File: src/logic/blur_macros.svh
// blur pipeline constants for image geometry, datapath widths and register map
`ifndef BLUR_MACROS_SVH
`define BLUR_MACROS_SVH

// pixels per line, also the depth of each line buffer
`define BLUR_IMG_WIDTH 16

// grayscale pixel width
`define BLUR_PIX_W 8

// weighted sum width, max is 16 * 255 = 4080
`define BLUR_SUM_W 12

// AXI4-Lite byte offsets
`define BLUR_REG_CTRL 4'h0
`define BLUR_REG_STATUS 4'h4

`endif

File: src/logic/blur_pkg.sv
// blur pipeline types shared by the register block, the pixel stages and the testbench
`include "blur_macros.svh"

package blur_pkg;

    // one beat of the incoming video stream
    typedef struct packed {
        logic [`BLUR_PIX_W-1:0] pixel;
        logic                   vsync;
        logic                   active;
    } pixel_beat_t;

    // taps[0] is top-left, taps[4] the centre, taps[8] bottom-right
    typedef struct packed {
        logic [0:8][`BLUR_PIX_W-1:0] taps;
        logic                        valid;
    } window_t;

    typedef struct packed {
        logic [`BLUR_SUM_W-1:0] sum;
        logic [`BLUR_PIX_W-1:0] centre;
        logic                   valid;
    } sum_stage_t;

    typedef struct packed {
        logic bypass;
        logic enable;
    } blur_ctrl_t;

    // master side of the AXI4-Lite port
    typedef struct packed {
        logic [3:0]  awaddr;
        logic        awvalid;
        logic [31:0] wdata;
        logic [3:0]  wstrb;
        logic        wvalid;
        logic        bready;
        logic [3:0]  araddr;
        logic        arvalid;
        logic        rready;
    } axil_req_t;

    // slave side of the AXI4-Lite port
    typedef struct packed {
        logic        awready;
        logic        wready;
        logic [1:0]  bresp;
        logic        bvalid;
        logic        arready;
        logic [31:0] rdata;
        logic [1:0]  rresp;
        logic        rvalid;
    } axil_rsp_t;

endpackage

File: src/logic/blur_csr.sv
// blur register block, AXI4-Lite slave with enable/bypass control and a frame counter
`timescale 1ns/1ns
`include "blur_macros.svh"

module blur_csr import blur_pkg::*; (
    input  logic       clk,
    input  logic       reset,
    input  axil_req_t  axil_req,
    input  logic       frame_start,
    output axil_rsp_t  axil_rsp,
    output blur_ctrl_t ctrl
);

    localparam logic [1:0] RESP_OKAY   = 2'b00;
    localparam logic [1:0] RESP_SLVERR = 2'b10;

    logic        wr_fire;
    logic        rd_fire;
    logic        wr_mapped;
    logic        bvalid_q;
    logic [1:0]  bresp_q;
    logic        rvalid_q;
    logic [1:0]  rresp_q;
    logic [31:0] rdata_q;
    logic [31:0] frame_cnt;
    blur_ctrl_t  ctrl_q;

    // address and data are taken together, only while no write response waits
    assign wr_fire = axil_req.awvalid && axil_req.wvalid && !bvalid_q;
    assign rd_fire = axil_req.arvalid && !rvalid_q;

    assign wr_mapped = (axil_req.awaddr == `BLUR_REG_CTRL) ||
                       (axil_req.awaddr == `BLUR_REG_STATUS);

    // write response state and control bits
    always_ff @(posedge clk) begin
        if (reset) begin
            bvalid_q <= 1'b0;
            ctrl_q   <= '0;
        end else begin
            if (wr_fire) begin
                bvalid_q <= 1'b1;
                // only byte lane 0 carries the control bits
                if (axil_req.awaddr == `BLUR_REG_CTRL && axil_req.wstrb[0]) begin
                    ctrl_q.enable <= axil_req.wdata[0];
                    ctrl_q.bypass <= axil_req.wdata[1];
                end
            end else if (axil_req.bready) begin
                bvalid_q <= 1'b0;
            end
        end
    end

    always_ff @(posedge clk) begin
        if (wr_fire) begin
            bresp_q <= wr_mapped ? RESP_OKAY : RESP_SLVERR;
        end
    end

    // read response state
    always_ff @(posedge clk) begin
        if (reset) begin
            rvalid_q <= 1'b0;
        end else if (rd_fire) begin
            rvalid_q <= 1'b1;
        end else if (axil_req.rready) begin
            rvalid_q <= 1'b0;
        end
    end

    always_ff @(posedge clk) begin
        if (rd_fire) begin
            case (axil_req.araddr)
                `BLUR_REG_CTRL: begin
                    rdata_q <= {30'd0, ctrl_q.bypass, ctrl_q.enable};
                    rresp_q <= RESP_OKAY;
                end
                `BLUR_REG_STATUS: begin
                    rdata_q <= frame_cnt;
                    rresp_q <= RESP_OKAY;
                end
                default: begin
                    rdata_q <= '0;
                    rresp_q <= RESP_SLVERR;
                end
            endcase
        end
    end

    // one count per vsync rising edge, wraps at 32 bits
    always_ff @(posedge clk) begin
        if (reset) begin
            frame_cnt <= '0;
        end else if (frame_start) begin
            frame_cnt <= frame_cnt + 32'd1;
        end
    end

    always_comb begin
        axil_rsp.awready = wr_fire;
        axil_rsp.wready  = wr_fire;
        axil_rsp.bresp   = bresp_q;
        axil_rsp.bvalid  = bvalid_q;
        axil_rsp.arready = rd_fire;
        axil_rsp.rdata   = rdata_q;
        axil_rsp.rresp   = rresp_q;
        axil_rsp.rvalid  = rvalid_q;
    end

    assign ctrl = ctrl_q;

endmodule

File: src/logic/blur_execute.sv
// blur execute stage, 1-2-1 weighted sum over the 3x3 window
`timescale 1ns/1ns
`include "blur_macros.svh"

module blur_execute import blur_pkg::*; (
    input  logic       clk,
    input  logic       reset,
    input  window_t    window,
    output sum_stage_t stage
);

    logic [`BLUR_SUM_W-1:0] corner_sum;
    logic [`BLUR_SUM_W-1:0] edge_sum;
    logic [`BLUR_SUM_W-1:0] weighted;
    logic [`BLUR_SUM_W-1:0] sum_q;
    logic [`BLUR_PIX_W-1:0] centre_q;
    logic                   valid_q;

    always_comb begin
        corner_sum = `BLUR_SUM_W'(window.taps[0]) + `BLUR_SUM_W'(window.taps[2])
                   + `BLUR_SUM_W'(window.taps[6]) + `BLUR_SUM_W'(window.taps[8]);
        edge_sum   = `BLUR_SUM_W'(window.taps[1]) + `BLUR_SUM_W'(window.taps[3])
                   + `BLUR_SUM_W'(window.taps[5]) + `BLUR_SUM_W'(window.taps[7]);
        // corners x1, edges x2, centre x4
        weighted   = corner_sum + (edge_sum << 1) + (`BLUR_SUM_W'(window.taps[4]) << 2);
    end

    always_ff @(posedge clk) begin
        if (reset) begin
            valid_q <= 1'b0;
        end else begin
            valid_q <= window.valid;
        end
    end

    always_ff @(posedge clk) begin
        sum_q    <= weighted;
        centre_q <= window.taps[4];
    end

    assign stage.sum    = sum_q;
    assign stage.centre = centre_q;
    assign stage.valid  = valid_q;

endmodule

File: src/logic/blur_result.sv
// blur result stage, divide by 16 or pass the centre tap, and register the output
`timescale 1ns/1ns
`include "blur_macros.svh"

module blur_result import blur_pkg::*; (
    input  logic                   clk,
    input  logic                   reset,
    input  sum_stage_t             stage,
    input  blur_ctrl_t             ctrl,
    output logic [`BLUR_PIX_W-1:0] pix_out,
    output logic                   pix_out_valid
);

    logic [`BLUR_PIX_W-1:0] norm_pix;

    // truncating divide by 16
    assign norm_pix = stage.sum[`BLUR_SUM_W-1:4];

    always_ff @(posedge clk) begin
        if (reset) begin
            pix_out       <= '0;
            pix_out_valid <= 1'b0;
        end else begin
            pix_out_valid <= stage.valid;
            if (!stage.valid) begin
                // output stays at zero between valid beats
                pix_out <= '0;
            end else if (ctrl.bypass) begin
                pix_out <= stage.centre;
            end else begin
                pix_out <= norm_pix;
            end
        end
    end

endmodule

File: src/logic/gaussian_blur_top.sv
// gaussian blur top, register block plus decode, execute and result pixel stages
`timescale 1ns/1ns
`include "blur_macros.svh"

module gaussian_blur_top import blur_pkg::*; (
    input  logic                   clk,
    input  logic                   reset,
    input  axil_req_t              axil_req,
    output axil_rsp_t              axil_rsp,
    input  pixel_beat_t            pix_in,
    output logic [`BLUR_PIX_W-1:0] pix_out,
    output logic                   pix_out_valid
);

    blur_ctrl_t ctrl;
    logic       frame_start;
    window_t    window;
    sum_stage_t stage;

    blur_csr u_csr (
        .clk         (clk),
        .reset       (reset),
        .axil_req    (axil_req),
        .frame_start (frame_start),
        .axil_rsp    (axil_rsp),
        .ctrl        (ctrl)
    );

    // window valid on the accept edge, then one cycle each for sum and output
    window_decode u_decode (
        .clk         (clk),
        .reset       (reset),
        .pix_in      (pix_in),
        .ctrl        (ctrl),
        .window      (window),
        .frame_start (frame_start)
    );

    blur_execute u_execute (
        .clk    (clk),
        .reset  (reset),
        .window (window),
        .stage  (stage)
    );

    blur_result u_result (
        .clk           (clk),
        .reset         (reset),
        .stage         (stage),
        .ctrl          (ctrl),
        .pix_out       (pix_out),
        .pix_out_valid (pix_out_valid)
    );

endmodule

File: src/logic/window_decode.sv
// window decode stage, line buffers and tap rows forming the 3x3 window per frame
`timescale 1ns/1ns
`include "blur_macros.svh"

module window_decode import blur_pkg::*; (
    input  logic        clk,
    input  logic        reset,
    input  pixel_beat_t pix_in,
    input  blur_ctrl_t  ctrl,
    output window_t     window,
    output logic        frame_start
);

    localparam int W     = `BLUR_IMG_WIDTH;
    localparam int PTR_W = (W > 1) ? $clog2(W) : 1;
    // pixels needed before the first full window
    localparam int PRIME = 2 * W + 3;
    localparam int CNT_W = $clog2(PRIME + 1);

    logic                             vsync_q;
    logic                             accept;
    logic                             win_valid;
    logic [PTR_W-1:0]                 wr_ptr;
    logic [PTR_W-1:0]                 ptr_eff;
    logic [CNT_W-1:0]                 prime_cnt;
    logic [CNT_W-1:0]                 cnt_eff;
    logic [`BLUR_PIX_W-1:0]           line0 [W];
    logic [`BLUR_PIX_W-1:0]           line1 [W];
    logic [0:2][`BLUR_PIX_W-1:0]      top_row;
    logic [0:2][`BLUR_PIX_W-1:0]      mid_row;
    logic [0:2][`BLUR_PIX_W-1:0]      bot_row;
    logic [0:2][`BLUR_PIX_W-1:0]      top_base;
    logic [0:2][`BLUR_PIX_W-1:0]      mid_base;
    logic [0:2][`BLUR_PIX_W-1:0]      bot_base;

    assign frame_start = pix_in.vsync && !vsync_q;
    assign accept      = pix_in.active && ctrl.enable;

    // a vsync edge restarts the frame, a pixel on that same edge becomes pixel 0
    always_comb begin
        if (frame_start) begin
            ptr_eff  = '0;
            cnt_eff  = '0;
            top_base = '0;
            mid_base = '0;
            bot_base = '0;
        end else begin
            ptr_eff  = wr_ptr;
            cnt_eff  = prime_cnt;
            top_base = top_row;
            mid_base = mid_row;
            bot_base = bot_row;
        end
    end

    always_ff @(posedge clk) begin
        if (reset) begin
            vsync_q   <= 1'b0;
            win_valid <= 1'b0;
            wr_ptr    <= '0;
            prime_cnt <= '0;
            top_row   <= '0;
            mid_row   <= '0;
            bot_row   <= '0;
        end else begin
            vsync_q   <= pix_in.vsync;
            win_valid <= accept && (cnt_eff >= CNT_W'(PRIME - 1));
            if (accept) begin
                // newest pixel enters bottom right, each row shifts left
                bot_row   <= {bot_base[1], bot_base[2], pix_in.pixel};
                mid_row   <= {mid_base[1], mid_base[2], line0[ptr_eff]};
                top_row   <= {top_base[1], top_base[2], line1[ptr_eff]};
                wr_ptr    <= (ptr_eff == PTR_W'(W - 1)) ? '0 : ptr_eff + 1'b1;
                prime_cnt <= (cnt_eff == CNT_W'(PRIME)) ? cnt_eff : cnt_eff + 1'b1;
            end else if (frame_start) begin
                wr_ptr    <= '0;
                prime_cnt <= '0;
                top_row   <= '0;
                mid_row   <= '0;
                bot_row   <= '0;
            end
        end
    end

    // line0 delays the stream by one line, line1 by two
    always_ff @(posedge clk) begin
        if (accept) begin
            line0[ptr_eff] <= pix_in.pixel;
            line1[ptr_eff] <= line0[ptr_eff];
        end
    end

    assign window.taps  = {top_row, mid_row, bot_row};
    assign window.valid = win_valid;

endmodule

File: config.mk
export PLATFORM = sky130hd
export DESIGN_NAME = gaussian_blur_top
export DESIGN_NICKNAME = d
export VERILOG_FILES = /design/src/logic/blur_pkg.sv /design/src/logic/blur_csr.sv /design/src/logic/blur_execute.sv /design/src/logic/blur_result.sv /design/src/logic/gaussian_blur_top.sv /design/src/logic/window_decode.sv
export VERILOG_INCLUDE_DIRS = /design/src /design/src/logic
export SDC_FILE = /design/constraint.sdc
export NUM_CORES = 1
export LEC_CHECK = 0
export BUFFER_PORTS_ARGS = -buffer_cell sky130_fd_sc_hd__buf_4
export CORE_ASPECT_RATIO = 2
export CORE_MARGIN = 8
export CORE_UTILIZATION = 65
export CTS_CLUSTER_SIZE = 24
export DETAILED_ROUTE_END_ITERATION = 16
export PLACE_DENSITY = 0.81
export SLEW_MARGIN = 20
export SYNTH_ARGS = -nofsm -noshare
export SYNTH_HDL_FRONTEND = slang
export SYNTH_SLANG_ARGS = --single-unit
File: constraint.sdc
create_clock -name clk -period 14.15 [get_ports clk]
set_clock_uncertainty 0.2 [all_clocks]
set_input_delay 1.415 -clock clk [delete_from_list [all_inputs] [get_ports clk]]
set_output_delay 1.415 -clock clk [all_outputs]
set_load 0.01 [all_outputs]
==> results of run 1 <==
## sequential cells by signal (all words and copies together), names as in the netlist, 2 cells and up
register	count
u_decode.prime_cnt	6
u_csr.ctrl	2
u_decode.window	72
u_execute.sum_q	8
u_decode.line0	128
u_csr.frame_cnt	32
u_decode.wr_ptr	4
u_decode.line1	128
u_csr.rdata_q	32
u_execute.centre_q	8
u_result.pix_out	8
## Yosys cell counts, types with 9 or more instances
cell type	number
a31oi_1	13
clkbuf_1	36
nor3_1	27
a22oi_1	10
nand2b_1	21
xnor2_1	40
nor2b_1	15
mux2i_1	32
dfxtp_1	146
buf_4	22
and3_1	10
o22ai_1	33
buf_2	20
a211oi_1	16
nand4_1	15
xor2_1	14
inv_1	103
o2111ai_1	10
mux4_2	10
nand3_1	30
and2_1	28
a21oi_1	86
nand2_1	163
a221oi_1	13
fa_1	32
mux2_2	14
ha_1	46
nor2_1	105
or3_1	13
o21ai_0	19
edfxtp_1	290
a22o_1	9
## cells in the final DEF (no fill, tap or decap), drive strengths merged, types with 7 or more instances in the layout
| cell | count |
|---|---|
| nand4 | 17 |
| and3 | 10 |
| nand2 | 166 |
| nor4 | 10 |
| a31oi | 13 |
| nand2b | 21 |
| clkinv | 11 |
| a22oi | 10 |
| o2111ai | 10 |
| xor2 | 14 |
| o211ai | 8 |
| fa | 32 |
| buf | 98 |
| and2 | 28 |
| a211oi | 16 |
| a22o | 9 |
| nor2b | 15 |
| inv | 111 |
| o21ai | 24 |
| a21o | 8 |
| ha | 46 |
| nor3 | 28 |
| mux2 | 14 |
| nand3 | 31 |
| a221oi | 13 |
| a2bb2oi | 8 |
| or3 | 13 |
| edfxtp | 290 |
| o22ai | 33 |
| xnor2 | 40 |
| nor2 | 106 |
| clkbuf | 45 |
| a21oi | 86 |
| mux2i | 32 |
| o21a | 7 |
| dfxtp | 146 |
| mux4 | 10 |
## report_power, final
part | switching [W] | internal, W
logic | 0.0000379 | 0.0000172
clock network | 0.000449 | 0.000565
registers | 0.00000317 | 0.00136
## per-stage QoR
stage	instance area, sq um	setup WS [ps]	power, W	instances	utilization, %
after CTS	20960	8473	0.002438	2003	71.84
after detailed placement	19770	8530	0.001443	1938	67.76
after floorplan	19080	8882	0.001417	1568	-
after global routing	21000	8165	0.002490	2007	71.97
final	21000	8489	0.002429	2007	71.97
after global placement	19770	8576	0.001440	1938	67.76
## kinds of logic after synthesis
group / after synthesis / synth area share [%]
AND/OR/NAND/NOR: 460 / 11.58
multiplexers: 56 / 3.686
buffers and inverters: 195 / 4.735
other: 1 / 0.01966
XOR/XNOR: 54 / 2.479
adder cells (fa/ha/maj): 78 / 6.375
flip-flops: 436 / 60.97
AO/OA/AOI/OAI: 287 / 10.16
## worst max path at each step
stage	startpoint	end	slack (ps)	cells after the start
2_1_floorplan	u_decode.window[57]$_SDFF_PP0_	u_execute.sum_q[10]$_DFF_P_	8880	21
3_3_place_gp	u_decode.window[57]$_SDFF_PP0_	u_execute.sum_q[10]$_DFF_P_	8580	23
3_5_place_dp	u_decode.window[57]$_SDFF_PP0_	u_execute.sum_q[10]$_DFF_P_	8530	21
4_1_cts	u_decode.window[57]$_SDFF_PP0_	u_execute.sum_q[10]$_DFF_P_	8470	23
5_1_grt	u_decode.window[57]$_SDFF_PP0_	u_execute.sum_q[11]$_DFF_P_	8160	23
6_report	u_decode.window[57]$_SDFF_PP0_	u_execute.sum_q[10]$_DFF_P_	8490	21
## area by class of cell
class | count | area, sq um | share of cell area (%)
repair buffers | 100 | 750.7 | 3.575
multi-input cells | 937 | 6573 | 31.30
well taps | 364 | 455.4 | 2.169
flip-flops and latches | 436 | 11630 | 55.41
inverters | 105 | 394.1 | 1.877
clock inverters | 22 | 231.5 | 1.102
clock buffers | 43 | 958.4 | 4.564
## worst max-delay path, stage by stage (launching register included)
cell     delay [ps]
dfxtp_1         360
ha_1            190
inv_1            70
fa_1            460
fa_1            500
inv_1            40
ha_1            220
fa_1            410
a21o_1          180
a21oi_1         270
nor2_1           70
o31ai_1         280
nand2_1         110
fa_1            490
inv_1            40
ha_1            290
ha_1            300
ha_1            340
nor2b_1         150
a311o_1         310
a21oi_1         180
xnor2_1         130
## layer usage
layer	GRT usage [%]	part of all wire, %	vias up
met5	0	0	-
met3	3.588	7.7	125
li1	-	-	5747
met2	42.33	51	624
met1	30.68	37	6128
met4	11.56	4.4	0
==> flow_summary.ini, run 1 <==
[sta]
worst_slew_pin_slew_ps = 1138
maxSlewHeadroom_pct = 24.11
hold_viol = 0
clock.fmax_mhz = 176.6
slew_viol_final = 0
fin_tns_setup_ps = 0
rsz0062_at_grt = no
fin_crit_sh_pct = 40.01
final-setup-viol-count = 0
worst_hold_slack_ps = 197.3
period_minus_slack_ps = 5661

[critical_path]
critPathArrivalTime_ps = 5920
cp-start-kind = flop
worstRegToRegCells = 21
crit_fanout = 4
worstPathRequired_ps = 14410
cp-end-kind = flop
r2r_start = u_decode.window[57]$_SDFF_PP0_
r2r_end = u_execute.sum_q[10]$_DFF_P_
critPathKind = flop to flop
r2r_setup_slack_ps = 8490

[logic_synthesis]
synthTopCellsByArea = edfxtp_1 (46%), dfxtp_1 (15%), fa_1 (3.4%)
async_reset_ff_share_pct = 0
synth-seq-cells = 436
syn_area_sq_um = 19080
synth_edf_count = 290
ys.flop_type = edfxtp_1
postSynthAreaPerCell_sq_um = 12.17
synth.top_cell.area_share_pct = 45.65
yosysSeqAreaShare_pct = 60.97
yosysTopAreaCell = edfxtp_1
yosys.cell_types.count = 70
yosysWarnings = 0
synthCells = 1567

[clock_network]
worstSkewPairLatency_ps = 540
clk_pin_slew_ps = 60
clock_sinks = 436
cts-root-buf = clkbuf_16
ctsResizeCount = 0
clockBufferDepth = 3
cts_htree_levels = 2
postCtsSetupBuffers = 0
holdBufCountCts = 0
cts_made_buffers = 37
cts_tree = done

[grt]
grt.overflow.total = 0
grt_pass1_vias = 12762
antenna_found_initial = 0
grt_max_degree = 75
grt_pass1_wl_mm = 68.68
grt_util_all_layers_pct = 24.96

[worst_hold_path]
hold_depth = 0
whs_endpoint = u_execute.centre_q[7]$_DFF_P_
min_path_type = flop to flop
hp-start = u_decode.window[40]$_SDFF_PP0_

[floorplan]
rows = 89
die_width_microns = 137.1
dieArea_sq_um = 35420
die_h_microns = 258.3
ios = 111
core_area_sq_um = 29180
start_util_pct = 65.39

[final_layout]
n_fill_cell = 1873
areaGrowthSynthToFinish_pct = 10.07
n_antenna_cell = 0
final_nets = 1756
drive_gt1_share_pct = 12.23

[pwr]
ir_drop_mv = 0.1304
p_per_area_nw_per_um2 = 115.7
leakage_nw = 7.418

[route]
drc_errors = 0
wl_mm = 43.80
drt_iter0_drc = 1361
drtAntennaViolNets = 0
vias = 12624
wl_per_cell_microns = 21.82
vias_per_cell = 6.290
drt_pass1_iterations = 5

[job]
drv_cap = 0

[placed_design]
gp_congestion = 0.8676
portBuffers = 75
dpl.hpwl_mm = 28.13

[status]
status = completed
Power figures use the tool's default switching activity.
==> run 2, diff against run 1 <==
Settings changed: CORE_UTILIZATION 65 to 55, PLACE_DENSITY 0.81 to 0.73.
Clock period 14.15 ns to 5 ns, I/O delays scaled along.
==> flow_summary.ini, run 2 (synthesis results as in run 1) <==
[final_layout]
most-common-layout-cells = edfxtp_1 (290), nand2_1 (162), buf_4 (147)
register_area_sq_um = 11640
n_fill_cell = 2580
n_antenna_cell = 0
final_common_cell = edfxtp_1
fin_util_pct = 63.49
drive_gt1_share_pct = 16.85
final_nets = 1808
areaGrowthSynthToFinish_pct = 13.92
multi_input_area_sq_um = 6766

[clock_network]
clk_pin_slew_ps = 70
worstSkewPairLatency_ps = 540
cts_tree = done
cts_made_buffers = 38
cts_htree_levels = 2
clockBufferDepth = 3
clock_sinks = 436
cts-root-buf = clkbuf_16

[sta]
slew_viol_final = 0
final-setup-viol-count = 2
maxSlewHeadroom_pct = 28.97
fin_tns_setup_ps = -99.25
hold_viol = 0
fin_crit_sh_pct = 101.6
setup_slack_ps = -81.68
worst_slew_pin_slew_ps = 1058
clock.fmax_mhz = 196.8
rsz0062_at_grt = yes
period_minus_slack_ps = 5082
worst_hold_slack_ps = 58.48

[pwr]
power.switching_w = 0.001395
ir_drop_mv = 0.3018
pwr-share-clk_pct = 42.4
leakage_nw = 7.677
power_w = 0.006961
power.internal_w = 0.005566
p_per_area_nw_per_um2 = 320.3
swShare_pct = 20.04
pwr-share-seq_pct = 55.3
comb_power_share_pct = 2.4

[grt]
grt_pass1_vias = 12883
grt.overflow.total = 0
grt_pass1_wl_mm = 70.98
grt_util_all_layers_pct = 22.08
antenna_found_initial = 0
grt_max_degree = 65

[critical_path]
critPathKind = flop to flop
critPathArrivalTime_ps = 5340
worstPathRequired_ps = 5260
cp-end-kind = flop
crit_fanout = 4
cp-start-kind = flop

[placed_design]
gp_congestion = 0.8695
dpl.hpwl_mm = 31.13
dp_slack_ps = -380.7
portBuffers = 75

[floorplan]
rows = 96
die_width_microns = 147.7
core_area_sq_um = 34230
die_h_microns = 279.4
start_util_pct = 55.73
dieArea_sq_um = 41260
ios = 111

[route]
drt_pass1_iterations = 5
drtAntennaViolNets = 0
drt_iter0_drc = 990
wl_mm = 45.69
wl_per_cell_microns = 21.37
vias_per_cell = 5.958
drc_errors = 0
vias = 12739

[status]
violations = setup timing
status = complete, but fails checks

[worst_hold_path]
min_path_type = input pin to flop

[job]
drv_cap = 0
run 2: final cells by class:
type                    instances  area share [%]
inverters                     105           1.813
clock inverters                14          0.7196
clock buffers                  54           4.980
repair buffers                151           5.262
multi-input cells             937           31.13
well taps                     441           2.539
flip-flops and latches        436           53.55
run 2: final timing paths:
| check | cells past startpoint | slack, ps | to | startpoint |
|---|---|---|---|---|
| setup / recovery | 23 | -80 | u_execute.sum_q[10]$_DFF_P_ | u_decode.window[42]$_SDFFE_PP0P_ |
| hold / removal | 2 | 60 | u_csr.bresp_q[1]$_DFFE_PP_ | axil_req[48] |
| hold reg to reg | 0 | 190 | u_execute.centre_q[6]$_DFF_P_ | u_decode.window[39]$_SDFF_PP0_ |
| setup reg to reg | 23 | -80 | u_execute.sum_q[10]$_DFF_P_ | u_decode.window[42]$_SDFFE_PP0P_ |
run 2: power by group through the flow:
stage	Sequential (W)	Combinational, W	Clock [W]
after global placement	0.00393	0.000158	0
final	0.00385	0.000164	0.00295
after global routing	0.00385	0.000177	0.00311
after detailed placement	0.00393	0.000162	0
after floorplan	0.00393	0.0000757	0
after CTS	0.00385	0.000166	0.00299
run 2: per-layer routing:
metal,global-route usage (%),part of all wire (%),up-vias
met3,2.974,5.2,148
li1,-,-,5851
met1,22.50,35,6277
met4,12.01,5.2,0
met5,0,0,-
met2,42.24,55,463
run 2: timing repair:
| action | 4_1_cts | 5_1_grt |
|---|---|---|
| resized for setup | 24 | 9 |
| pin swaps | 17 | 5 |
| setup buffers | 1 | 0 |
| hold buffers | 4 | 0 |
| hold endpoints to repair | 4 | 0 |
| setup endpoints to repair | 4 | 4 |
run 2: per-stage QoR:
| stage | cell area (sq um) | cells |
|---|---|---|
| floorplan | 19130 | 1568 |
| global placement | 20290 | 2065 |
| detailed placement | 20290 | 2065 |
| CTS | 21680 | 2138 |
| global route | 21730 | 2138 |
| finish | 21730 | 2138 |
run 2: critical path: stages (launching register included):
cell      delay [ps]
dfxtp_2          320
buf_4            140
ha_4             230
a21o_1           220
a211oi_2         210
nor2_2            80
buf_4            150
o22ai_4          150
xor2_2           110
fa_1             510
inv_1             50
ha_1             320
o21a_1           140
o31ai_2           80
nand2_1          100
fa_1             520
inv_2             50
ha_4             240
ha_4             250
ha_4             240
nor2b_1          120
a311o_1          330
a21oi_2          130
xnor2_1          120
==> run 3, diff against run 2 <==
Settings changed: SYNTH_HIERARCHICAL set to 1.
==> flow_summary.ini, run 3 <==
[floorplan]
ios = 111
rows = 97
core_area_sq_um = 34830
die_h_microns = 280.6
die_width_microns = 148.3
start_util_pct = 55.27
dieArea_sq_um = 41610

[grt]
grt_util_all_layers_pct = 21.73
grt_pass1_vias = 12906
antenna_found_initial = 0
grt_pass1_wl_mm = 69.90
grt_max_degree = 58
grt.overflow.total = 0

[route]
drtAntennaViolNets = 0
wl_mm = 45.40
drt_iter0_drc = 959
vias = 12572
drt_pass1_iterations = 5
wl_per_cell_microns = 21.33
drc_errors = 0
vias_per_cell = 5.908

[clock_network]
cts_tree = done
cts_made_buffers = 38
clk_pin_slew_ps = 60
clockBufferDepth = 3
cts-root-buf = clkbuf_16
cts_htree_levels = 2
clock_sinks = 436
worstSkewPairLatency_ps = 560

[sta]
slew_viol_final = 0
maxSlewHeadroom_pct = 45.84
hold_viol = 0
worst_slew_pin_slew_ps = 811.5
rsz0062_at_grt = yes
period_minus_slack_ps = 5251
clock.fmax_mhz = 190.5
fin_crit_sh_pct = 105.0
fin_tns_setup_ps = -631.0
setup_slack_ps = -250.6
final-setup-viol-count = 5

[critical_path]
r2r_start = u_decode/window[10]$_SDFF_PP0_
cp-start-kind = flop
critPathArrivalTime_ps = 5520
worstPathRequired_ps = 5270
crit_path_start = u_decode/window[10]$_SDFF_PP0_
r2r_setup_slack_ps = -250
critPathKind = flop to flop
crit_fanout = 2
cp-end-kind = flop
worstRegToRegCells = 24
r2r_end = u_execute/sum_q[11]$_DFF_P_

[placed_design]
gp_congestion = 0.8801
portBuffers = 75
dp_slack_ps = -337.0
dpl-instance-area_sq_um = 20590
dpl.hpwl_mm = 31.20

[status]
violations = setup timing
status = complete, but fails checks

[final_layout]
drive_gt1_share_pct = 18.89
n_antenna_cell = 0
final_nets = 1795
most-common-layout-cells = edfxtp_1 (290), buf_4 (159), dfxtp_1 (142)
final_common_cell = edfxtp_1
fin_util_pct = 63.40
final_cell_area_sq_um = 22080
areaGrowthSynthToFinish_pct = 14.71

[pwr]
ir_drop_mv = 0.3098
p_per_area_nw_per_um2 = 314.8
leakage_nw = 7.659
power_w = 0.006953

[logic_synthesis]
postSynthAreaPerCell_sq_um = 12.45
synthCells = 1546
yosysWarnings = 6
syn_area_sq_um = 19250

[worst_hold_path]
min_path_type = input pin to flop
hp-start = axil_req[48]
hold_depth = 3
whs_endpoint = u_csr/bresp_q[1]$_DFFE_PP_

[job]
drv_cap = 0
==> run 3: metrics by stage <==
step | std cells | hold WS [ps]
global placement | 2052 | 205.9
CTS | 2127 | 8.504
floorplan | 1547 | 167.9
detailed placement | 2052 | 207.2
finish | 2128 | 30.47
global route | 2128 | 38.89
==> run 3: critical path, cell delays in order, from the launching register on <==
cell and delay, ps:
dfxtp_2 340, inv_2 40, fa_1 540, fa_1 420
inv_2 80, ha_4 140, inv_2 40, fa_2 380
nor2b_2 150, o21ai_2 90, buf_4 150, a21boi_4 180
o311a_1 180, a21oi_2 40, ha_1 270, ha_1 290
inv_2 40, fa_1 510, inv_2 50, ha_4 230
a21o_1 160, a21o_1 170, a41o_1 210, a21oi_2 130
xor2_1 140
==> run 3: area by class of cell <==
class,count,area [sq um]
sequential,436,11640
multi-input combinational,893,6894
inverter,121,454.2
fill,2582,12750
clock buffer,46,1044
tap,445,556.8
clock inverter,20,201.4
timing repair buffer,167,1296
==> run 3: layer usage <==
metal	vias to the layer above	share of wire, %	track usage (%)
li1	5791	-	-
met1	6215	34	21.36
met2	425	56	41.93
met3	141	5.0	2.972
met4	0	5.4	12.75
met5	-	0	0
==> run 3: worst max-delay path by stage <==
stage               slack, ps                          end
floorplan                 -50  u_execute/sum_q[11]$_DFF_P_
global placement         -310  u_execute/sum_q[11]$_DFF_P_
detailed placement       -340  u_execute/sum_q[11]$_DFF_P_
CTS                      -280  u_execute/sum_q[10]$_DFF_P_
global route             -490  u_execute/sum_q[11]$_DFF_P_
finish                   -250  u_execute/sum_q[11]$_DFF_P_
==> run 3: power breakdown <==
group | switching [W] | total (W) | leakage, nW | internal (W)
Combinational | 0.000113 | 0.000171 | 3.25 | 0.0000575
Sequential | 0.00000836 | 0.00385 | 3.81 | 0.00384
Clock | 0.00128 | 0.00293 | 0.600 | 0.00165
==> run 3: what timing repair did <==
| item | CTS | global route |
|---|---|---|
| endpoints found under the hold margin | 4 | 0 |
| pin swaps | 29 | 28 |
| endpoints found under the setup margin | 6 | 7 |
| resized for setup | 21 | 15 |
| setup buffers | 5 | 2 |
| hold buffers | 4 | 0 |
